File: src/verilog/geom_types_pkg.sv
// Geometry data types for the binning engine
// Pixel, depth, area and tile widths plus screen and tile geometry

package geom_types_pkg;

    typedef logic        [15:0] coord_t;
    typedef logic signed [15:0] depth_t;
    typedef logic signed [33:0] area_t;

    typedef logic [1:0]  tile_coord_t;
    // Row * 4 + column
    typedef logic [3:0]  tile_idx_t;
    typedef logic [15:0] tile_count_t;

    typedef logic [3:0]  tri_cnt_t;
    typedef logic [4:0]  vert_idx_t;
    typedef logic [31:0] perf_t;

    // ========================================================================
    // Screen geometry, 128x128 pixels in 32-pixel tiles
    // ========================================================================
    localparam int TILE_SHIFT     = 5;
    localparam int TILES_X        = 4;
    localparam int TILES_Y        = 4;
    localparam int NUM_TILES      = TILES_X * TILES_Y;
    localparam int MAX_TILE_COORD = 3;

    // Vertex store capacity
    localparam int MAX_TRIS  = 8;
    localparam int MAX_VERTS = 3 * MAX_TRIS;

endpackage

File: src/verilog/tile_sweep_counter.sv
// Tile walker over the whole grid or over one bounding box
// Row by row, one tile per step, last flags the final tile

`timescale 1ns/1ps

module tile_sweep_counter (
    input  logic                        clk,
    input  logic                        rst_n,
    input  logic                        sweep_start,
    input  logic                        sweep_full,
    input  logic                        step,
    input  geom_types_pkg::tile_coord_t bb_min_x,
    input  geom_types_pkg::tile_coord_t bb_max_x,
    input  geom_types_pkg::tile_coord_t bb_min_y,
    input  geom_types_pkg::tile_coord_t bb_max_y,
    output geom_types_pkg::tile_coord_t tile_x,
    output geom_types_pkg::tile_coord_t tile_y,
    output logic                        last
);

    // Walk limits captured at start
    geom_types_pkg::tile_coord_t lo_x;
    geom_types_pkg::tile_coord_t hi_x;
    geom_types_pkg::tile_coord_t hi_y;

    assign last = (tile_x == hi_x) && (tile_y == hi_y);

    always_ff @(posedge clk or negedge rst_n) begin
        if (!rst_n) begin
            tile_x <= '0;
            tile_y <= '0;
            lo_x   <= '0;
            hi_x   <= '0;
            hi_y   <= '0;
        end else if (sweep_start) begin
            tile_x <= sweep_full ? '0 : bb_min_x;
            tile_y <= sweep_full ? '0 : bb_min_y;
            lo_x   <= sweep_full ? '0 : bb_min_x;
            hi_x   <= sweep_full ? 2'(geom_types_pkg::TILES_X - 1) : bb_max_x;
            hi_y   <= sweep_full ? 2'(geom_types_pkg::TILES_Y - 1) : bb_max_y;
        end else if (step) begin
            if (tile_x == hi_x) begin
                tile_x <= lo_x;
                tile_y <= tile_y + 2'd1;
            end else begin
                tile_x <= tile_x + 2'd1;
            end
        end
    end

endmodule

File: config.mk
export PLATFORM = sky130hd
export DESIGN_NAME = tile_sweep_counter
export DESIGN_NICKNAME = d
export VERILOG_FILES = /design/src/verilog/geom_types_pkg.sv /design/src/verilog/tile_sweep_counter.sv
export SDC_FILE = /design/constraint.sdc
export NUM_CORES = 1
export LEC_CHECK = 0
export BUFFER_PORTS_ARGS = -buffer_cell sky130_fd_sc_hd__buf_4
export CORE_AREA = 2 2 39 41
export CTS_BUF_LIST = sky130_fd_sc_hd__clkbuf_4 sky130_fd_sc_hd__clkbuf_8
export DETAILED_ROUTE_END_ITERATION = 10
export DIE_AREA = 0 0 41 43
export PLACE_DENSITY = 0.68
export SKIP_CTS_REPAIR_TIMING = 1
export SLEW_MARGIN = 25
export SYNTH_ARGS = -nofsm -noshare
export SYNTH_HDL_FRONTEND = slang
export SYNTH_SLANG_ARGS = --single-unit
export TNS_END_PERCENT = 20
File: constraint.sdc
create_clock -name clk -period 1.51 [get_ports clk]
set_input_delay 0.2265 -clock clk [delete_from_list [all_inputs] [get_ports clk]]
set_output_delay 0.2265 -clock clk [all_outputs]
set_load 0.03 [all_outputs]
# Yosys cells after proc, flatten, opt, wreduce, memory -nomap -nowiden
# Cells that the tools add are included.
[totals]
ff_bits = 10
latch_bits = 0
ramBits = 0
rom_bits = 0
inputBits = 13
n_memories = 0
[classes]
add_sub_neg = 2
n_mul = 0
n_div = 0
n_lt_le_gt_ge = 0
n_eq_ne = 2
shifts = 0
n_mux = 10
bitwise_logic = 0
reduce_logical = 4
[ops]
columns = ["operator", "count"]
rows = [
  ["2-bit 2-to-1 mux", 10],
  ["2-bit by 1-bit adder with 2-bit output (second input constant)", 2],
  ["2-bit == test", 2],
  ["2-bit nonzero test", 2],
  ["2-bit AND reduction", 1],
  ["1-bit logical AND", 1],
]

# Logic depth before layout (Yosys ltp)
[depth]
ltp_word = 4
depth_mapped = 5

# Worst setup path after synthesis
# Ideal clock, no wire load.
[synth_timing]
kind = "register to output"
startpoint = "register tile_x[0]"
endpoint = "output port last"
arrival_time_ns = 1.669
slack_ns = -0.386
stages_incl_launch_ff = 5
path_buffers = 1
cell_sequence = "dfrtp_1 > buf_2 > xnor2_2 > nand2_1 > nor3_1"
[synth_via]
elab_chain_cells = 2
[synth_lines]
columns = ["element", "line", "text"]
rows = [
  ["start, declared", "tile_sweep_counter.sv:16", "output geom_types_pkg::tile_coord_t tile_x,"],
  ["start signal, assigned", "tile_sweep_counter.sv:36", "tile_x <= sweep_full ? '0 : bb_min_x;"],
  ["start signal, assigned", "tile_sweep_counter.sv:43", "tile_x <= lo_x;"],
  ["start signal, assigned", "tile_sweep_counter.sv:46", "tile_x <= tile_x + 2'd1;"],
  ["2-bit == test", "tile_sweep_counter.sv:26", "assign last = (tile_x == hi_x) && (tile_y == hi_y);"],
  ["1-bit logical AND", "tile_sweep_counter.sv:26", ""],
  ["end, declared", "tile_sweep_counter.sv:18", "output logic last"],
]
# No other way between the ends.

# Worst setup path after layout
[layout_timing]
startpoint = "register hi_x[1]"
endpoint = "output port last"
[layout_via]
elab_chain_cells = 2
[layout_lines]
columns = ["element", "line", "text"]
rows = [
  ["start, declared", "tile_sweep_counter.sv:23", "geom_types_pkg::tile_coord_t hi_x;"],
  ["start signal, assigned", "tile_sweep_counter.sv:39", "hi_x <= sweep_full ? 2'(geom_types_pkg::TILES_X - 1) : bb_max_x;"],
  ["2-bit == test", "tile_sweep_counter.sv:26", ""],
  ["1-bit logical AND", "tile_sweep_counter.sv:26", ""],
]
# No other way between the ends.

==> results.sh <==
export IMPL_critPathTopFamily="flip-flops"
export IMPL_port_buffer_count=17
export IMPL_hold_violations=0
export IMPL_ant_nets=0
export IMPL_finalPower_uw=800.0
export IMPL_startpoint_type="flop"
export IMPL_via_count=503
export IMPL_initial_utilization_pct=38.61
export IMPL_slew_violations=0
export IMPL_use_met2_pct=22.50
export IMPL_pwr_share_clk_pct=25.8
export IMPL_setup_worst_path_start="hi_x[1]"
export IMPL_critPathBufInv=1
export IMPL_clk_latency_ps=260
export IMPL_syn_area_um2=534.3
export IMPL_leakagePower_uw=0.0003535
export IMPL_drt_iter0_drc=6
export IMPL_post_place_ws_ps=89.52
export IMPL_ys_seq_area_share_pct=46.84
export IMPL_cts_tree="yes"
export IMPL_finalHoldWorstSlack_ps=170.4
export IMPL_grt_pass1_vias=463
export IMPL_antenna_found_initial=0
export IMPL_wl_mm=1.203
export IMPL_max_freq_mhz=670.7
export IMPL_cts_sinks=10
export IMPL_grtUsageMet1_pct=24.75
export IMPL_r2r_start="tile_x[0]"
export IMPL_mostFrequentLayoutCells="buf_4, dfrtp_1, nand3_1, o21ai_1"
export IMPL_io_pins=18
export IMPL_crit_path_max_incr_delay_ps=470
export IMPL_setup_viol=0
export IMPL_ys_seq_elements=10
export IMPL_layout_setup_ws_ps=18.93
export IMPL_hpwl_um=903.1
export IMPL_h_tree_depth=1
export IMPL_avgSynthCellArea_um2=9.540
export IMPL_finalInstanceArea_um2=818.3
export IMPL_grtUsageMet3_pct=3.141
export IMPL_final_util_pct=59.13
export IMPL_track_usage_pct=17.24
export IMPL_synth_edf_count=0
export IMPL_synthArstFlopShare_pct=100.0
export IMPL_crit_fanout=5
export IMPL_power_switching_uw=247.9
export IMPL_cts_path_max_buffers=2
export IMPL_drt_pre_antenna_iters=4
export IMPL_die_height_um=43
export IMPL_core_area_mm2=0.001384
export IMPL_row_count=14
export IMPL_pwr_share_seq_pct=41.8
export IMPL_overflow=0
export IMPL_nets=97
export IMPL_worst_slew_pin_slew_ps=314.9
export IMPL_drc=0
export IMPL_finalCriticalPeriod_ps=1491
export IMPL_cp_required_ps=1280
export IMPL_final_common_cell="buf_4"
export IMPL_grt_pass1_wl_mm=1.987
export IMPL_slowest_stage="dfrtp_2"
export IMPL_path_cells="xnor2_4 -> nand2_2 -> nor3_4 -> buf_6"
export IMPL_place_congestion=0.7074
export IMPL_synth_fp_nets=69
export IMPL_skew_ps=13.83
export IMPL_n_antenna_cell=0
export IMPL_die_w_um=41
export IMPL_cts_root_buf="clkbuf_4"
export IMPL_area_growth_pct=53.16
export IMPL_path_class="reg -> out"
export IMPL_switching_share_pct=30.98
export IMPL_grt_max_degree=16
export IMPL_min_period_over_period_pct=98.75
export IMPL_synth_flop_cell="dfrtp_1"
export IMPL_yosys_warnings=0
export IMPL_yosysUniqueCellTypes=23
export IMPL_min_from="bb_min_y[1]"
export IMPL_worstHoldPathType="in -> reg"
export IMPL_nFillCells=128
export IMPL_syn_inst=56
export IMPL_grt_busiest_layer="met1"
export IMPL_dpl_instance_area_um2=708.2
export IMPL_drive_gt1_share_pct=43.37
export IMPL_clk_pin_slew_ps=70
export IMPL_end_kind="output pin"
export IMPL_max_vdd_ir_drop_uv=474.9
export IMPL_status="finished clean"
export IMPL_viasPerCell=5.081
export IMPL_cellPowerDensity_mw_per_mm2=977.7
export IMPL_cap_violations=0
export IMPL_worstPathArrival_ps=1260
export IMPL_rsz0062_at_grt="yes"
export IMPL_numCtsBuffers=3
export IMPL_design_die_area_mm2=0.001763
export IMPL_combPwrFrac_pct=32.4
export IMPL_slew_headroom_pct=78.71
export IMPL_p_int_uw=552.2
export IMPL_routedWlPerCell_um=12.15
[routing by layer]
layer | up-vias | part of all wire (%)
li1 | 258 | -
met1 | 231 | 45
met2 | 12 | 50
met3 | 2 | 4.0
met4 | 0 | 1.0
met5 | - | 0
[cell families (layout without fill, tap and decap cells)]
group | after synthesis | count (layout) | share of synthesized area, %
xor gates and xnor gates | 6 | 6 | 11.24
buffers and inverters | 4 | 31 | 3.043
DFF | 10 | 10 | 46.84
and+or+nand+nor | 22 | 22 | 21.31
AOI/OAI and AO/OA | 14 | 14 | 17.56
[state kept, by name (all words and copies together) (netlist names)]
name / count
hi_x: 2
hi_y: 2
lo_x: 2
tile_x: 2
tile_y: 2
[cells in the mapped netlist, types with 2 or more instances]
cell type | n | share of area, %
o22a_1 | 4 | 6.6
xor2_1 | 4 | 6.6
dfrtp_1 | 10 | 47
nor3_1 | 2 | 1.9
o21ai_1 | 5 | 4.7
nand2_1 | 5 | 3.5
nand3_1 | 5 | 4.7
nor2b_1 | 2 | 2.3
a21oi_1 | 2 | 1.9
nor2_1 | 3 | 2.1
inv_1 | 2 | 1.4
[cell type report]
cell class | count | area [µm²] | area share, %
clock buffers | 4 | 30.03 | 3.670
inverters | 2 | 7.507 | 0.9174
multi-input cells | 42 | 311.5 | 38.07
flip-flops and latches | 10 | 255.2 | 31.19
well taps | 16 | 20.02 | 2.446
repair buffers | 25 | 193.9 | 23.70
[path summary, 6_finish.rpt]
kind / to / slack, ps / depth (start not counted)
worst min-delay path: tile_y[1] / 170 / 3
worst max register to register: tile_x[0] / 100 / 5
min in group asynchronous: tile_y[1] / 320 / 2
worst min register to register: hi_y[1] / 550 / 1
max in group asynchronous: tile_x[1] / 1020 / 2
worst max-delay path: last / 20 / 4
[metrics by stage]
step	TNS [ps]	cells
after CTS	-160.8	94
after global placement	0	90
after detailed placement	0	90
after floorplan	0	56
after global routing	-69.48	99
final	0	99
[worst min-delay path: cells and delay by family]
| kind | cells | cell delay (ps) |
|---|---|---|
| buffers and inverters | 1 | 70 |
| AO/OA/AOI/OAI | 1 | 60 |
| AND/OR/NAND/NOR | 1 | 30 |
[power groups by stage]
| stage | sequential, µW | combinational, µW | clock, µW |
|---|---|---|---|
| final | 334 | 259 | 207 |
| after global routing | 339 | 284 | 228 |
| after CTS | 328 | 215 | 218 |
| after detailed placement | 334 | 214 | 0 |
| after global placement | 332 | 213 | 0 |
| after floorplan | 353 | 105 | 0 |
No activity file was read; power rests on OpenSTA's default activity.
