`src/verilog/geom_types_pkg.sv`:
```
// Geometry data types for the binning engine
// Pixel, depth, area and tile widths plus screen and tile geometry

package geom_types_pkg;

    typedef logic        [15:0] coord_t;
    typedef logic signed [15:0] depth_t;
    typedef logic signed [33:0] area_t;

    typedef logic [1:0]  tile_coord_t;
    // Row * 4 + column
    typedef logic [3:0]  tile_idx_t;
    typedef logic [15:0] tile_count_t;

    typedef logic [3:0]  tri_cnt_t;
    typedef logic [4:0]  vert_idx_t;
    typedef logic [31:0] perf_t;

    // ========================================================================
    // Screen geometry, 128x128 pixels in 32-pixel tiles
    // ========================================================================
    localparam int TILE_SHIFT     = 5;
    localparam int TILES_X        = 4;
    localparam int TILES_Y        = 4;
    localparam int NUM_TILES      = TILES_X * TILES_Y;
    localparam int MAX_TILE_COORD = 3;

    // Vertex store capacity
    localparam int MAX_TRIS  = 8;
    localparam int MAX_VERTS = 3 * MAX_TRIS;

endpackage

```
`src/verilog/geom_ctrl_fsm.sv`:
```
// Sequencing FSM for clear, assembly, culling and binning
// Triangle and vertex counting plus processed and culled tallies

`timescale 1ns/1ps

module geom_ctrl_fsm (
    input  logic                      clk,
    input  logic                      rst_n,
    input  logic                      start,
    input  geom_types_pkg::tri_cnt_t  tri_count,
    input  logic                      visible,
    input  logic                      last,
    output logic                      busy,
    output logic                      done,
    output geom_types_pkg::vert_idx_t rd_vert,
    output logic [2:0]                load_vert,
    output logic                      sweep_start,
    output logic                      sweep_full,
    output logic                      step,
    output logic                      clear,
    output logic                      incr,
    output geom_types_pkg::perf_t     perf_prims,
    output geom_types_pkg::perf_t     perf_culled
);

    typedef enum logic [2:0] {
        IDLE,
        CLEAR,
        LOAD,
        CULL,
        BIN,
        DONE
    } ctrl_state_t;

    ctrl_state_t              state;
    ctrl_state_t              next_state;
    geom_types_pkg::tri_cnt_t tri_total;
    geom_types_pkg::tri_cnt_t tri_done;
    logic [1:0]               vert_slot;
    logic                     last_tri;
    logic                     tri_end;

    assign last_tri = (tri_done == tri_total - 4'd1);
    // Triangle finished, either culled or fully binned
    assign tri_end  = (state == CULL && !visible) || (state == BIN && last);

    always_comb begin
        next_state = state;
        case (state)
            IDLE:  if (start) next_state = CLEAR;
            CLEAR: if (last) next_state = (tri_total == '0) ? DONE : LOAD;
            LOAD:  if (vert_slot == 2'd2) next_state = CULL;
            CULL: begin
                if (visible) next_state = BIN;
                else         next_state = last_tri ? DONE : LOAD;
            end
            BIN:   if (last) next_state = last_tri ? DONE : LOAD;
            DONE:  next_state = IDLE;
            default: next_state = IDLE;
        endcase
    end

    // Whole grid walk for the clear, box walk for each visible triangle
    assign sweep_start = (state == IDLE && start) || (state == CULL && visible);
    assign sweep_full  = (state == IDLE);
    assign step        = (state == CLEAR) || (state == BIN);
    assign clear       = (state == CLEAR);
    assign incr        = (state == BIN);
    assign busy        = (state != IDLE);
    assign done        = (state == DONE);
    assign load_vert   = (state == LOAD) ? (3'b001 << vert_slot) : 3'b000;

    always_ff @(posedge clk or negedge rst_n) begin
        if (!rst_n) begin
            state       <= IDLE;
            tri_total   <= '0;
            tri_done    <= '0;
            vert_slot   <= '0;
            rd_vert     <= '0;
            perf_prims  <= '0;
            perf_culled <= '0;
        end else begin
            state <= next_state;
            if (state == IDLE && start) begin
                tri_total <= tri_count;
                tri_done  <= '0;
                vert_slot <= '0;
                rd_vert   <= '0;
            end
            if (state == LOAD) begin
                rd_vert   <= rd_vert + 5'd1;
                vert_slot <= (vert_slot == 2'd2) ? 2'd0 : vert_slot + 2'd1;
            end
            if (tri_end) begin
                tri_done <= tri_done + 4'd1;
            end
            // Tallies run across starts and clear only on reset
            if (state == CULL) begin
                perf_prims <= perf_prims + 32'd1;
                if (!visible) begin
                    perf_culled <= perf_culled + 32'd1;
                end
            end
        end
    end

endmodule

```
`config.mk`:
```
export PLATFORM = sky130hd
export DESIGN_NAME = geom_ctrl_fsm
export DESIGN_NICKNAME = d
export VERILOG_FILES = /design/src/verilog/geom_types_pkg.sv /design/src/verilog/geom_ctrl_fsm.sv
export SDC_FILE = /design/constraint.sdc
export NUM_CORES = 1
export LEC_CHECK = 0
export BUFFER_PORTS_ARGS = -buffer_cell sky130_fd_sc_hd__buf_4
export CORE_MARGIN = 4
export CORE_UTILIZATION = 45
export DETAILED_ROUTE_END_ITERATION = 8
export GPL_ROUTABILITY_DRIVEN = 0
export PLACE_DENSITY_LB_ADDON = 0.25
export SLEW_MARGIN = 20
export SYNTH_ARGS = -nofsm -noshare
export SYNTH_HDL_FRONTEND = slang
export SYNTH_SLANG_ARGS = --single-unit
export TNS_END_PERCENT = 50
```
`constraint.sdc`:
```
create_clock -name clk -period 4.5 [get_ports clk]
set_input_delay 0 -clock clk [delete_from_list [all_inputs] [get_ports clk]]
set_output_delay 0 -clock clk [all_outputs]
set_load 0.005 [all_outputs]
```
**Word-level counts from Yosys, hierarchy flattened**

Cells that the tools add are included.
Widths: inputs -> output; s select.

- Word-level logic and storage cells: 57
- Register bits after elaboration: 82
- Input port bits: 9
- Output and inout port bits: 79

- Equality and inequality tests: 11
- $add $sub $neg: 6
- Reductions and logical operators: 15
- Shift operators: 1
- Muxes and demuxes: 16
- Bitwise gates (word level): 1

Operators with widths:

| operator | number |
|---|---|
| $add 32x1->32 const B | 2 |
| $mux 3 | 8 |
| $pmux 3 s5 | 1 |
| $mux 5 | 2 |
| $mux 4 | 2 |
| $ne 2x2->1 const B | 4 |
| $eq 3x2->1 const B | 2 |
| $eq 3x3->1 const B | 2 |
| $mux 2 | 3 |
| $add 5x1->5 const B | 1 |
| $add 4x1->4 const B | 1 |
| $eq 4x4->1 | 1 |
| $logic_and 1x1->1 | 4 |
| $logic_not 4->1 | 1 |
| $reduce_and 4->1 | 1 |
| $reduce_bool 2->1 | 2 |
| $sub 4x1->4 const B | 1 |
| $eq 3x1->1 const B | 1 |
| $logic_not 3->1 | 1 |
| $logic_or 1x1->1 | 3 |
| $reduce_bool 3->1 | 1 |
| $shl 1x2->3 const A | 1 |
| $add 2x1->2 const B | 1 |
| $eq 2x2->1 const B | 1 |
| 3 further kinds | 3 |

**Depth between registers and ports, before layout**

- Word-level depth: 5
- Gate-level depth with buffers: 7
- Gate-level depth less buffers: 6

**Least setup slack after synthesis**

OpenSTA, ideal clock, no wires.

- Kind: register -> register
- Start: register state[1]
- End: register tri_done[2]
- Stages on the path, launching flop included: 6
- Library setup time: 126 ps
- Required time: 4374 ps
- Path buffers: 3
- Path slack: 2784 ps
- Data arrival time: 1589 ps
- Cells stage by stage: dfrtp_1 buf_6 or4b_4 buf_6 buf_8 a311o_1

- Cells in the longest elaborated chain, start to end: 4
- Elaborated cells on any way between the ends: 9
- Those cells by class: 2 x eq/ne; 1 x mux; 6 x reduce/logical

Ends and longest elaborated chain:

| item | RTL line | text |
|---|---|---|
| start, declared | geom_ctrl_fsm.sv:35 | `ctrl_state_t state;` |
| start signal, assigned | geom_ctrl_fsm.sv:83 | `state <= next_state;` |
| $eq 3x2->1 or $eq 3x3->1 (tied branches) | geom_ctrl_fsm.sv:45 | `assign tri_end = (state == CULL && !visible) \|\| (state == BIN && last);` |
| $logic_and 1x1->1 | geom_ctrl_fsm.sv:45 |  |
| $logic_or 1x1->1 | geom_ctrl_fsm.sv:45 |  |
| $mux 4 or $reduce_bool 2->1 (tied branches) | - |  |
| end signal, assigned | geom_ctrl_fsm.sv:95 | `tri_done <= tri_done + 4'd1;` |
| end, declared | geom_ctrl_fsm.sv:38 | `geom_types_pkg::tri_cnt_t tri_done;` |

Parallel ways exist; a longest one is shown, timed or not.
A chain may end at the register's enable or synchronous reset.

**Final worst setup path**

- Start: register state[1]
- End: register tri_done[1]

The elaborated chain is that of the path after synthesis.

==> results.sh <==
export IMPL_placed_area_um2=4710
export IMPL_r2r_cells=4
export IMPL_core_area_um2=8720
export IMPL_rsz0062_at_grt="false"
export IMPL_cp_required_ns=4.73
export IMPL_cts_tree="yes"
export IMPL_hold_path_class="input port to flop"
export IMPL_outcome="complete, no violations"
export IMPL_slew_viol_final=0
export IMPL_skew_ns=0.0123
export IMPL_ys_types=52
export IMPL_synth_seq_cells=82
export IMPL_clock_root_buffer="clkbuf_8"
export IMPL_die_height_um=103
export IMPL_post_route_util_pct=56.8
export IMPL_synth_fp_nets=380
export IMPL_netlist_instances=365
export IMPL_grt_antenna_before_repair=0
export IMPL_fin_total_pwr_w=0.00203
export IMPL_synthArstFlopShare_pct=100
export IMPL_h_tree_depth=3
export IMPL_die_w_um=103
export IMPL_cp_arrival_ns=2.65
export IMPL_grt_pass1_vias=2840
export IMPL_ant_nets=0
export IMPL_die_area_um2=10500
export IMPL_cts_resized=0
export IMPL_drt_wl_total_um=8230
export IMPL_use_met1_pct=23.5
export IMPL_portBuffers=87
export IMPL_end_kind="flop"
export IMPL_worstPathCellList="nor4bb_1 -> a21oi_1 -> and3_1 -> a21o_1"
export IMPL_synth_most_common_cell="dfrtp_1"
export IMPL_critPathMaxFanout=13
export IMPL_viasPerCell=5.30
export IMPL_cts_setup_buffers=0
export IMPL_grtUsageMet3_pct=3.18
export IMPL_area_growth_pct=23.2
export IMPL_slew_headroom_pct=31.3
export IMPL_pwr_density_cell_nw_per_um2=410
export IMPL_rows=34
export IMPL_p_sw_w=0.000675
export IMPL_post_route_cell_area_um2=4950
export IMPL_peakVddDrop_mv=0.244
export IMPL_min_period_ns=2.42
export IMPL_power_frac_seq_pct=48.1
export IMPL_met2_usage_pct=24.7
export IMPL_finalCritPeriodShare_pct=53.7
export IMPL_switching_share_pct=33.2
export IMPL_overflow=0
export IMPL_grt_pass1_wl_um=13800
export IMPL_hold_depth=3
export IMPL_rr_startpoint="state[1]$_DFFE_PN0P_"
export IMPL_fill_cells=780
export IMPL_io_pins=88
export IMPL_finalSetupViolCount=0
export IMPL_drv_cap=0
export IMPL_first_pass_iters=4
export IMPL_grt_max_degree=83
export IMPL_hold_violations=0
export IMPL_grt_use_total_pct=16.4
export IMPL_start_util_pct=46.1
export IMPL_max_freq_mhz=413
export IMPL_r2r_slack_ns=2.08
export IMPL_synth_top_area_share_pct=51.0
export IMPL_finalSetupTns_ns=0
export IMPL_max_clock_path_buffers=2
export IMPL_antennaDiodeCount=0
export IMPL_synth_edf_count=0
export IMPL_crit_path_max_incr_delay_ns=0.92
export IMPL_seq_area_frac_synth_pct=51.0
export IMPL_combPwrFrac_pct=28.1
export IMPL_cp_start_kind="flop"
export IMPL_nNetsFinal=469
export IMPL_intPower_w=0.00136
export IMPL_ys_flop_type="dfrtp_1"
export IMPL_drc=0
export IMPL_p_clk_share_pct=23.8
export IMPL_synthTopCellsByArea="dfrtp_1, xnor2_1, nand3_1"
export IMPL_synth_largest_area_cell="dfrtp_1"
export IMPL_synth_area_um2=4020
export IMPL_routed_via_count=3003
export IMPL_synthTopCellsByCount="dfrtp_1, xnor2_1, nand3_1"
export IMPL_hp_start="visible"
export IMPL_p_leak_nw=2.34
export IMPL_hpwl_um=5810
export IMPL_worstMarginPinSlew_ns=1.02
export IMPL_clock_sinks=82
export IMPL_cts_buffers_inserted=9
export IMPL_top_usage_layer="met2"
export IMPL_crit_type="flop to flop"
export IMPL_r2r_end="tri_done[1]$_DFFE_PN0P_"
export IMPL_syn_area_per_cell_um2=11.0
export IMPL_slowest_stage="nor4bb_1"
export IMPL_clk_pin_slew_ns=0.08
export IMPL_drtIter0Drc=99
export IMPL_wl_per_cell_um=14.5
export IMPL_hold_end="state[2]$_DFFE_PN0P_"
export IMPL_yosys_warnings=0
export IMPL_worstSkewPairLatency_ns=0.35
export IMPL_drive_gt1_share_pct=26.8
cells in the final DEF (no fill, tap or decap), drive strengths merged, types with 9 or more instances in the layout:
cell type / Yosys / final
xor2: 14 / 14
nor3: 10 / 10
dfrtp: 82 / 82
inv: 12 / 13
nor2: 9 / 9
xnor2: 56 / 56
clkbuf: 4 / 10
buf: 11 / 87
nand4: 26 / 26
nand2: 28 / 28
nand3: 35 / 35
worst max path at each step:
stage / from / end / slack [ns] / depth (start not counted)
2_1_floorplan: state[1]$_DFFE_PN0P_ / tri_done[2]$_DFFE_PN0P_ / 2.78 / 5
3_3_place_gp: state[1]$_DFFE_PN0P_ / tri_done[2]$_DFFE_PN0P_ / 2.24 / 3
3_5_place_dp: state[1]$_DFFE_PN0P_ / tri_done[1]$_DFFE_PN0P_ / 2.10 / 4
4_1_cts: state[1]$_DFFE_PN0P_ / tri_done[2]$_DFFE_PN0P_ / 2.07 / 3
5_1_grt: state[1]$_DFFE_PN0P_ / tri_done[2]$_DFFE_PN0P_ / 1.91 / 3
6_report: state[1]$_DFFE_PN0P_ / tri_done[1]$_DFFE_PN0P_ / 2.08 / 4
routing by layer:
layer / vias to the layer above / share of wire, %
met4: 0 / 0.79
li1: 1468 / -
met5: - / 0
met1: 1472 / 47
met3: 5 / 4.9
met2: 58 / 47
state kept, by name, summed over array words and instances, names as in the netlist:
signal and count:
perf_culled 32, tri_done 4, vert_slot 2, state 3, rd_vert 5, tri_total 4
perf_prims 32
metrics by stage:
| stage | hold WS, ns | setup WS (ns) | instances |
|---|---|---|---|
| after floorplan | -0.296 | 2.78 | 365 |
| after global placement | 0.233 | 2.24 | 545 |
| after detailed placement | 0.236 | 2.10 | 545 |
| after CTS | 0.0173 | 2.07 | 567 |
| after global routing | 0.0595 | 1.91 | 567 |
| final | 0.0443 | 2.08 | 567 |
critical path: cells and delay by family, from the launching register on:
family,cells,cell delay (ns)
flops,1,0.56
simple gates,2,1.22
compound gates,2,0.52
power groups by stage:
stage | combinational [W] | clock, W | sequential [W]
final | 0.000572 | 0.000483 | 0.000978
after global routing | 0.000645 | 0.000534 | 0.00100
after CTS | 0.000586 | 0.000505 | 0.000977
after detailed placement | 0.000579 | 0 | 0.000990
after global placement | 0.000569 | 0 | 0.000982
after floorplan | 0.000406 | 0 | 0.000946
layout make-up:
| cell class | count | area [um2] | share of cell area [%] |
|---|---|---|---|
| flip-flops and latches | 82 | 2050 | 41.4 |
| multi-input cells | 256 | 1830 | 36.9 |
| repair buffers | 93 | 717 | 14.5 |
| clock buffers | 10 | 138 | 2.78 |
| well taps | 108 | 135 | 2.73 |
| inverters | 12 | 45.0 | 0.909 |
| clock inverters | 6 | 40.0 | 0.808 |
kinds of logic after synthesis:
group           share of synthesized area [%]
simple gates                             23.1
compound gates                           3.64
buf+inv                                  3.52
fa+ha+maj                                1.87
xor+xnor                                 15.2
flops                                    51.0
mux                                      1.65
what timing repair did:
| item | in CTS | in global routing |
|---|---|---|
| hold endpoints to repair | 87 | 0 |
| hold buffers | 6 | 0 |
| endpoints found under the setup margin | 0 | 0 |
Power figures use the tool's default switching activity.
