$ cat config.mk
export PLATFORM = sky130hd
export DESIGN_NAME = tile_bin_store
export DESIGN_NICKNAME = d
export VERILOG_FILES = /design/src/verilog/geom_types_pkg.sv /design/src/verilog/tile_bin_store.sv
export SDC_FILE = /design/constraint.sdc
export NUM_CORES = 1
export LEC_CHECK = 0
export ABC_AREA = 0
export BUFFER_PORTS_ARGS = -buffer_cell sky130_fd_sc_hd__buf_2
export CORE_ASPECT_RATIO = 0.5
export CORE_MARGIN = 4
export CORE_UTILIZATION = 40
export CTS_BUF_LIST = sky130_fd_sc_hd__clkbuf_2
export DETAILED_ROUTE_END_ITERATION = 8
export PLACE_DENSITY = 0.66
export SLEW_MARGIN = 20
export SYNTH_ARGS = -nofsm -noshare
export SYNTH_HDL_FRONTEND = slang
export SYNTH_SLANG_ARGS = --single-unit
$ cat constraint.sdc
create_clock -name clk -period 3.5 [get_ports clk]
set_input_delay 0.525 -clock clk [delete_from_list [all_inputs] [get_ports clk]]
set_output_delay 0.525 -clock clk [all_outputs]
set_load 0.01 [all_outputs]
$ cat src/verilog/geom_types_pkg.sv
// Geometry data types for the binning engine
// Pixel, depth, area and tile widths plus screen and tile geometry

package geom_types_pkg;

    typedef logic        [15:0] coord_t;
    typedef logic signed [15:0] depth_t;
    typedef logic signed [33:0] area_t;

    typedef logic [1:0]  tile_coord_t;
    // Row * 4 + column
    typedef logic [3:0]  tile_idx_t;
    typedef logic [15:0] tile_count_t;

    typedef logic [3:0]  tri_cnt_t;
    typedef logic [4:0]  vert_idx_t;
    typedef logic [31:0] perf_t;

    // ========================================================================
    // Screen geometry, 128x128 pixels in 32-pixel tiles
    // ========================================================================
    localparam int TILE_SHIFT     = 5;
    localparam int TILES_X        = 4;
    localparam int TILES_Y        = 4;
    localparam int NUM_TILES      = TILES_X * TILES_Y;
    localparam int MAX_TILE_COORD = 3;

    // Vertex store capacity
    localparam int MAX_TRIS  = 8;
    localparam int MAX_VERTS = 3 * MAX_TRIS;

endpackage

$ cat src/verilog/tile_bin_store.sv
// Per-tile primitive counters
// Clear and increment at the sweep position, host read port

`timescale 1ns/1ps

module tile_bin_store (
    input  logic                        clk,
    input  logic                        rst_n,
    input  logic                        clear,
    input  logic                        incr,
    input  geom_types_pkg::tile_coord_t tile_x,
    input  geom_types_pkg::tile_coord_t tile_y,
    input  geom_types_pkg::tile_idx_t   rd_tile,
    output geom_types_pkg::tile_count_t rd_count
);

    geom_types_pkg::tile_count_t counts [geom_types_pkg::NUM_TILES];
    geom_types_pkg::tile_idx_t   idx;

    assign idx = {tile_y, tile_x};

    always_ff @(posedge clk or negedge rst_n) begin
        if (!rst_n) begin
            for (int i = 0; i < geom_types_pkg::NUM_TILES; i++) begin
                counts[i] <= '0;
            end
        end else if (clear) begin
            counts[idx] <= '0;
        end else if (incr) begin
            counts[idx] <= counts[idx] + 16'd1;
        end
    end

    assign rd_count = counts[rd_tile];

endmodule

* Word-level counts from Yosys, hierarchy flattened
Cells that the tools add are included.
** Operators by class
- Bitwise operators :: 4
- Magnitude comparators :: 3
- Add/sub/neg operators :: 1
- Multiplexer cells :: 11
- Reduce and logical (&&, ||, !) cells :: 2
** Operators by type and width (number)
- $mux 256 :: 2
- $and 256x256->256 :: 1
- $bwmux 256 :: 1
- $not 256->256 :: 1
- $bmux 16 s4 :: 2
- $mux 16 :: 5
- $demux 16 s4 :: 1
- $add 16x1->16 const B :: 1
- $ge 5x5->1 const B :: 2
- $not 4->5 :: 2
- $lt 5x1->1 const B :: 1
- $reduce_bool 2->1 :: 1
- $logic_and 1x1->1 :: 1
** Storage, ports and cells
- Input bits :: 12
- Register bits after elaboration :: 256

* Depth between registers and ports, before layout
Gate-level depths: netlist (run 1).
- Depth after elaboration :: 8
- Depth in mapped cells :: 12
- Gate-level depth less buffers :: 8

* Least setup slack after synthesis (run 1)
Ideal clock, no wire load.
- Kind :: input-to-output
- Start :: in rd_tile[0]
- End :: out rd_count[0]
- Stages on the path :: 4
- Slack :: 0.472 ns
- Arrival time :: 2.503 ns
- Buffers on the path :: 2
- Cells stage by stage :: clkbuf_1 > buf_1 > mux4_2 > mux4_2
** On the way
- Word-level cells in the longest chain between the ends :: 4
** RTL lines
- start: declaration :: line tile_bin_store.sv:13 : input geom_types_pkg::tile_idx_t rd_tile,
- $not 4->5 (implied by the code) :: line tile_bin_store.sv:34 : assign rd_count = counts[rd_tile];
- $bmux 16 s4 :: line tile_bin_store.sv:34
- $mux 16 (implied by the code) (2 in a row) :: line tile_bin_store.sv:34
- end: declaration :: line tile_bin_store.sv:14 : output geom_types_pkg::tile_count_t rd_count
No other way between the ends. The select of a mux whose other input is x is not followed.

* Worst setup path after layout (run 1)
- Start :: reg counts[5] in the netlist's numbering
- End :: out rd_count[5]
** On the way
- Word-level cells in the longest chain between the ends :: 3
** RTL lines
- start: declaration :: line tile_bin_store.sv:17 : geom_types_pkg::tile_count_t counts [geom_types_pkg::NUM_TILES];
- start signal: indexed assignment :: line tile_bin_store.sv:30 : counts[idx] <= counts[idx] + 16'd1;
- $bmux 16 s4 :: line tile_bin_store.sv:34
- $mux 16 (implied by the code) (2 in a row) :: line tile_bin_store.sv:34
No other way between the ends. The select of a mux whose other input is x is not followed.

==> summary.txt, run 1 <==
Clock tree
  • Root buffer selected by CTS: clkbuf_2
  • Cts hold-fix bufs: 1
  • Skew-Pair Late Insertion Delay: 1.03 ns
  • # H-tree levels: 2
  • Post-CTS sizing: 0
  • Cts bufs inserted: 61
  • CTS tree: built
  • Maximum clock insertion buffer count: 3
  • Clock transition at path regs: around 0.11 ns
  • Postcts setup bufs: 0
  • Clock Sinks: between 200 and 300

Final layout
  • Final core occ: a little under half
  • Largest Register: counts
  • # fillers: slightly below 3000
  • Number of flip-flops in the largest register: 256
  • Commonest non-fill, non-tap cells in the layout: 256 x dfrtp_1, 255 x a22o_1, 138 x mux4_2, 88 x clkbuf_2, 63 x buf_4
  • Share of cells above drive strength 1: a little over a third
  • Final Non-Filler Cells: 1469
  • Biggest regs: counts (256)
  • Syn-to-layout area delta: 10.8%
  • Most common cell after layout, fill and taps aside: dfrtp_1
  • Nets: 987

Logic synthesis
  • Post-synth EDFFs: 0
  • Synth unique cells: between 40 and 50
  • Synth warn: 0
  • Syn nets: between 900 and 1000
  • Async set or reset register ratio after synthesis: between 90% and 100%
  • Synth Register Bits: 256
  • Cell area after synthesis: 0.0136 mm^2
  • Post-synth top flop: dfrtp_1
  • Syn Inst Count: slightly above 900
  • Syn_area_per_cell: approximately 15 um^2
  • Register area share after synthesis: between 40 and 50%

Die
  • Ports: 28
  • Vert. Die Dim: roughly 140 um
  • Die width: ~270 um
  • DIE AREA: approximately 0.037 mm^2
  • Core area: roughly 0.033 mm^2
  • Row Count: between 40 and 50
  • Starting density of the core: 40.9%

Power and ir drop
  • Pwr Density: about 380 mW/mm^2
  • VDD IR max: ~0.22 mV
  • Overall Power: approximately 5800 uW
  • P_leak: between 0.006 and 0.007 uW

Run
  • Max_cap viols: 0

Setup path
  • CP Launch Point: counts[5]$_DFFE_PN0P_
  • CP required: 2.97 ns
  • Worst reg2reg setup slack: ~0.47 ns
  • WP data arrival: about 2.6 ns
  • Setup CP Type: reg2out
  • RR Startpoint: counts[129]$_DFFE_PN0P_
  • CP Launch Type: flip-flop
  • Worst setup EP type: output pin
  • Crit path max fanout: 3

Placement
  • PortBufs: 27
  • Routability cong.: 0.893
  • # placed instances: roughly 1400
  • DPL Wire Length: 26.7 mm

Timing
  • Min Hold Slack: approximately 0.10 ns
  • Final hold violations: 0
  • Slew headroom: between 20% and 30%
  • RSZ-0062 raised after global routing: no
  • Setup Viol. Count Final: 0
  • Fmax: about 0.32 GHz
  • Tmin final: around 3.1 ns
  • Post-route clock period utilization: between 80% and 90%
  • Worst-Margin Slew: around 1.1 ns
  • Clock Skew: 0.146 ns
  • Max Slew Vio Count: 0

Global route
  • First-pass GRT wire length: between 60 and 70 mm
  • Initial antenna violation count: 1
  • GRT Residual Overflow: 0
  • Total GRT Usage: a little under a quarter
  • Largest net degree at the start of global routing: 90
  • Vias in the first global route: 10400

Route
  • DRT iter0 DRCs: about 1200
  • ANT nets after route: 0
  • Post-Route WL: around 44 mm
  • Via density: about 7
  • WL per Instance: just over 30 um
  • Detailed-route DRC error count: 0
  • Via count: between 10000 and 15000
  • Detailed-router iteration count before antenna repair: 5

Min path
  • Worst min path class: in2async

Status
  • Outcome: completed
-- critical path, stage by stage (launching register included) --
cell and delay [ns]:
dfrtp_1 0.41, mux4_2 0.48, mux4_2 0.52, buf_2 0.17
-- synth_stat cells, types with 2 or more instances --
cell        n  area share (%)
nand2_4     3            0.25
clkbuf_1   46             1.3
nand2_2     9            0.41
nor3b_1     2            0.11
buf_2      20            0.74
nor3_2      2            0.15
xor2_2      6            0.72
nor2b_1     3            0.14
nand3b_1    2            0.11
mux4_1      7             1.4
a22oi_1    27             1.5
mux4_2    138              23
nand3_1     4            0.15
nand2b_1    3            0.14
nand2_1    26            0.72
a22o_1    255              16
nand4_4     3            0.47
a22oi_2     3            0.28
buf_8       3            0.33
nor3_1     17            0.63
dfrtp_1   256              47
buf_12      2            0.29
buf_4       6            0.33
nor4b_2     2            0.22
xor2_1      6            0.39
nor2_1     24            0.66
nor4_4      3            0.47
buf_1      15            0.41
buf_6       6            0.50
-- final cells by class --
| type | instances | area (um^2) | share of cell area, % |
|---|---|---|---|
| sequential | 256 | 6410 | 42.5 |
| timing repair buffer | 98 | 813 | 5.40 |
| antenna | 1 | 2.50 | 0.0166 |
| tap | 441 | 552 | 3.66 |
| clock buffer | 88 | 440 | 2.92 |
| clock inverter | 28 | 145 | 0.963 |
| inverter | 1 | 3.75 | 0.0249 |
| multi-input combinational | 556 | 6710 | 44.5 |
-- path summary, 6_finish.rpt --
check / end / depth (start not counted)
hold reg to reg: counts[157]$_DFFE_PN0P_ / 1
min in group clk: counts[0]$_DFFE_PN0P_ / 4
max in group asynchronous: counts[81]$_DFFE_PN0P_ / 3
setup reg to reg: counts[236]$_DFFE_PN0P_ / 9
setup / recovery: rd_count[5] / 3
hold / removal: counts[103]$_DFFE_PN0P_ / 2
-- metrics by stage --
| stage | cell area, um^2 | setup WS (ns) | TNS [ns] |
|---|---|---|---|
| 2_1_floorplan | 13600 | 0.472 | 0 |
| 4_1_cts | 15000 | 0.309 | 0 |
| 6_report | 15100 | 0.379 | 0 |
| 5_1_grt | 15100 | 0.288 | 0 |
| 3_3_place_gp | 14400 | -0.0837 | -1.71 |
| 3_5_place_dp | 14400 | -0.100 | -3.73 |
-- power breakdown --
group | switching [uW] | internal, uW | leakage [uW] | total, uW
clock network | 1320 | 772 | 0.000435 | 2090
registers | 50.5 | 3020 | 0.00356 | 3070
logic | 364 | 238 | 0.00278 | 602
-- routing by layer --
metal	track usage [%]	up-vias	wire, um
li1	-	3919	-
met1	33.4	5243	17400
met2	33.5	761	18900
met3	9.43	157	6050
met4	10.3	0	2010
met5	0	-	0
-- logic make-up (layout without fill, tap and decap cells) --
| logic type | after synthesis | after routing | share of synthesized area (%) |
|---|---|---|---|
| xor gates and xnor gates | 14 | 14 | 1.29 |
| AOI/OAI and AO/OA | 286 | 286 | 18.2 |
| DFF | 256 | 256 | 47.1 |
| buffers and inverters | 99 | 215 | 3.90 |
| muxes | 145 | 145 | 24.2 |
| and+or+nand+nor | 110 | 110 | 5.19 |
| other | 0 | 1 | 0 |
| adders and majority gates | 1 | 1 | 0.0920 |
Power figures use the tool's default switching activity.
==> inputs of run 2 (changes only) <==
--- a/config.mk
+++ b/config.mk
@@ -7,12 +7,15 @@
 export LEC_CHECK = 0
 export ABC_AREA = 0
 export BUFFER_PORTS_ARGS = -buffer_cell sky130_fd_sc_hd__buf_2
+export CELL_PAD_IN_SITES_DETAIL_PLACEMENT = 1
+export CELL_PAD_IN_SITES_GLOBAL_PLACEMENT = 1
 export CORE_ASPECT_RATIO = 0.5
 export CORE_MARGIN = 4
 export CORE_UTILIZATION = 40
 export CTS_BUF_LIST = sky130_fd_sc_hd__clkbuf_2
 export DETAILED_ROUTE_END_ITERATION = 8
-export PLACE_DENSITY = 0.66
+export PLACE_DENSITY = 0.74
+export REMOVE_ABC_BUFFERS = 1
 export SLEW_MARGIN = 20
 export SYNTH_ARGS = -nofsm -noshare
 export SYNTH_HDL_FRONTEND = slang
==> run 2 against run 1 <==
Worst setup slack improved by 0.022 ns. Combinational power is 1% lower. Final cell count barely moved. Critical path depth did not move. Clock skew shrank 0.10 ns. Sequential share of layout area up 0.071 points. Register-to-register slack better by 0.06 ns. Wire length is 1.8% higher. Worst hold slack better by 0.14 ns. Cell area decreased by 0.17%. Largest cell class unchanged. Largest power group unchanged. Highest routed layer unchanged.
==> summary.txt, run 2 (synthesis results as in run 1) <==
Status
  • Outcome: completed

Setup path
  • CP bufs+invs: 1
  • RR Startpoint: counts[176]$_DFFE_PN0P_
  • Crit-path max cell delay: 0.55 ns
  • Worst setup EP type: output pin
  • R2R depth: 9
  • CP Launch Point: counts[182]$_DFFE_PN0P_
  • CP Launch Type: flip-flop
  • Cell breakdown of the critical path: mux4_2, mux4_2, buf_2
  • WP data arrival: about 2.6 ns
  • Slowest stage cell, crit path: mux4_2
  • Crit path max fanout: 3
  • RR Endpoint: counts[94]$_DFFE_PN0P_
  • Crit path max-delay family: multiplexers
  • Worst reg2reg setup slack: 0.53 ns
  • CP required: 2.97 ns
  • Setup CP Type: reg2out
  • Cell mode on critical path: mux4_2

Timing
  • Fmax: approximately 0.32 GHz
  • Worst-Margin Slew: about 1.1 ns
  • Tmin final: slightly above 3 ns
  • Setup TNS: 0 ns
  • Final hold violations: 0
  • Clock Skew: about 0.044 ns
  • RSZ-0062 raised after global routing: no
  • Post-route clock period utilization: about 89%
  • Setup Viol. Count Final: 0
  • Slew headroom: a little over a quarter
  • Max Slew Vio Count: 0

Route
  • Detailed-router iteration count before antenna repair: 5
  • ANT nets after route: 0
  • DRT iter0 DRCs: between 1000 and 1500
  • WL per Instance: slightly above 30 um
  • Post-Route WL: 45.1 mm
  • Via density: 6.74
  • Via count: between 9000 and 10000
  • Detailed-route DRC error count: 0

Final layout
  • Nets: 998
  • Final instance area: between 0.015 and 0.02 mm^2
  • Biggest regs: counts (256)
  • Syn-to-layout area delta: 10.6%
  • Number of flip-flops in the largest register: roughly 260
  • Commonest non-fill, non-tap cells in the layout: 256 x dfrtp_1, 255 x a22o_1, 138 x mux4_2, 84 x clkbuf_2, 79 x buf_4
  • Most common cell after layout, fill and taps aside: dfrtp_1
  • Share of cells above drive strength 1: 37.1%
  • Largest Register: counts

Clock tree
  • Maximum clock insertion buffer count: 3
  • # H-tree levels: 2
  • Postcts setup bufs: 0
  • Clock Sinks: 256
  • Clock transition at path regs: 0.12 ns
  • Skew-Pair Late Insertion Delay: 0.94 ns
  • Cts bufs inserted: 60
  • Root buffer selected by CTS: clkbuf_2
  • CTS tree: built

Die
  • Core area: roughly 0.033 mm^2
  • DIE AREA: roughly 0.037 mm^2
  • Ports: 28
  • Vert. Die Dim: between 100 and 150 um
  • Starting density of the core: around two fifths
  • Row Count: 47
  • Die width: between 200 and 300 um

Placement
  • Routability cong.: ~0.87
  • DPL Wire Length: 29.7 mm
  • Placed instance area: 0.0145 mm^2
  • PortBufs: 27

Global route
  • Vias in the first global route: around 11000
  • Largest net degree at the start of global routing: about 120
  • First-pass GRT wire length: just under 70 mm
  • Total GRT Usage: roughly a quarter
  • Initial antenna violation count: 1
  • GRT Residual Overflow: 0

Run
  • Max_cap viols: 0

Power and ir drop
  • Pwr Density: between 300 and 400 mW/mm^2
  • P_leak: 0.00679 uW
  • VDD IR max: 0.152 mV

Min path
  • Worst min path class: in2async
run 2: what timing repair did:
action                                 4_1_cts  5_1_grt
gates resized for setup                      0        0
endpoints found under the hold margin      110        0
hold buffers                                 1        0
run 2: power breakdown:
part           internal (uW)  leakage, uW  switching [uW]
Sequential              3020      0.00356            53.1
Clock                    717     0.000397            1270
Combinational            236      0.00283             360
run 2: per-stage QoR:
step / instances / hold slack, ns / power [uW] / utilization (%) / setup slack (ns)
finish: 1468 / 0.246 / 5650 / 45.2 / 0.402
global route: 1468 / 0.189 / 5900 / 45.2 / 0.321
CTS: 1467 / 0.170 / 5690 / 45.2 / 0.340
detailed placement: 1363 / 0.497 / 3720 / 43.6 / -0.217
global placement: 1363 / 0.491 / 3700 / 43.6 / -0.120
floorplan: 813 / 0.229 / 3370 / - / 0.310
run 2: layer usage:
layer / wire [um] / GRT usage [%]
met1: 18000 / 33.1
met2: 20900 / 37.9
met3: 4430 / 7.08
met4: 1760 / 9.92
met5: 0 / 0
run 2: area by class of cell:
cell class                      instances  area [um^2]
Inverter                                1         3.75
Antenna cell                            1         2.50
Fill cell                            3351        18200
Clock buffer                           84          420
Clock inverter                         19         97.6
Tap cell                              441          552
Multi-Input combinational cell        556         6710
Timing Repair Buffer                  110          853
Sequential cell                       256         6410
run 2: worst register-to-register path: stages (launching register included):
cell     delay (ns)
dfrtp_1        0.42
mux4_2         0.48
a22oi_1        0.28
nand2_2        0.09
ha_1           0.25
nand4_4        0.12
buf_4          0.18
nor4_4         0.06
xor2_2         0.72
a22o_1         0.28
run 2: how the worst max path moves through the flow:
stage                                   end  cells after the start  slack [ns]
floorplan           counts[104]$_DFFE_PN0P_                      8        0.31
global placement     counts[92]$_DFFE_PN0P_                     10       -0.12
detailed placement   counts[46]$_DFFE_PN0P_                     10       -0.22
CTS                            rd_count[14]                      3        0.34
global route                    rd_count[0]                      3        0.32
finish                          rd_count[6]                      3        0.40
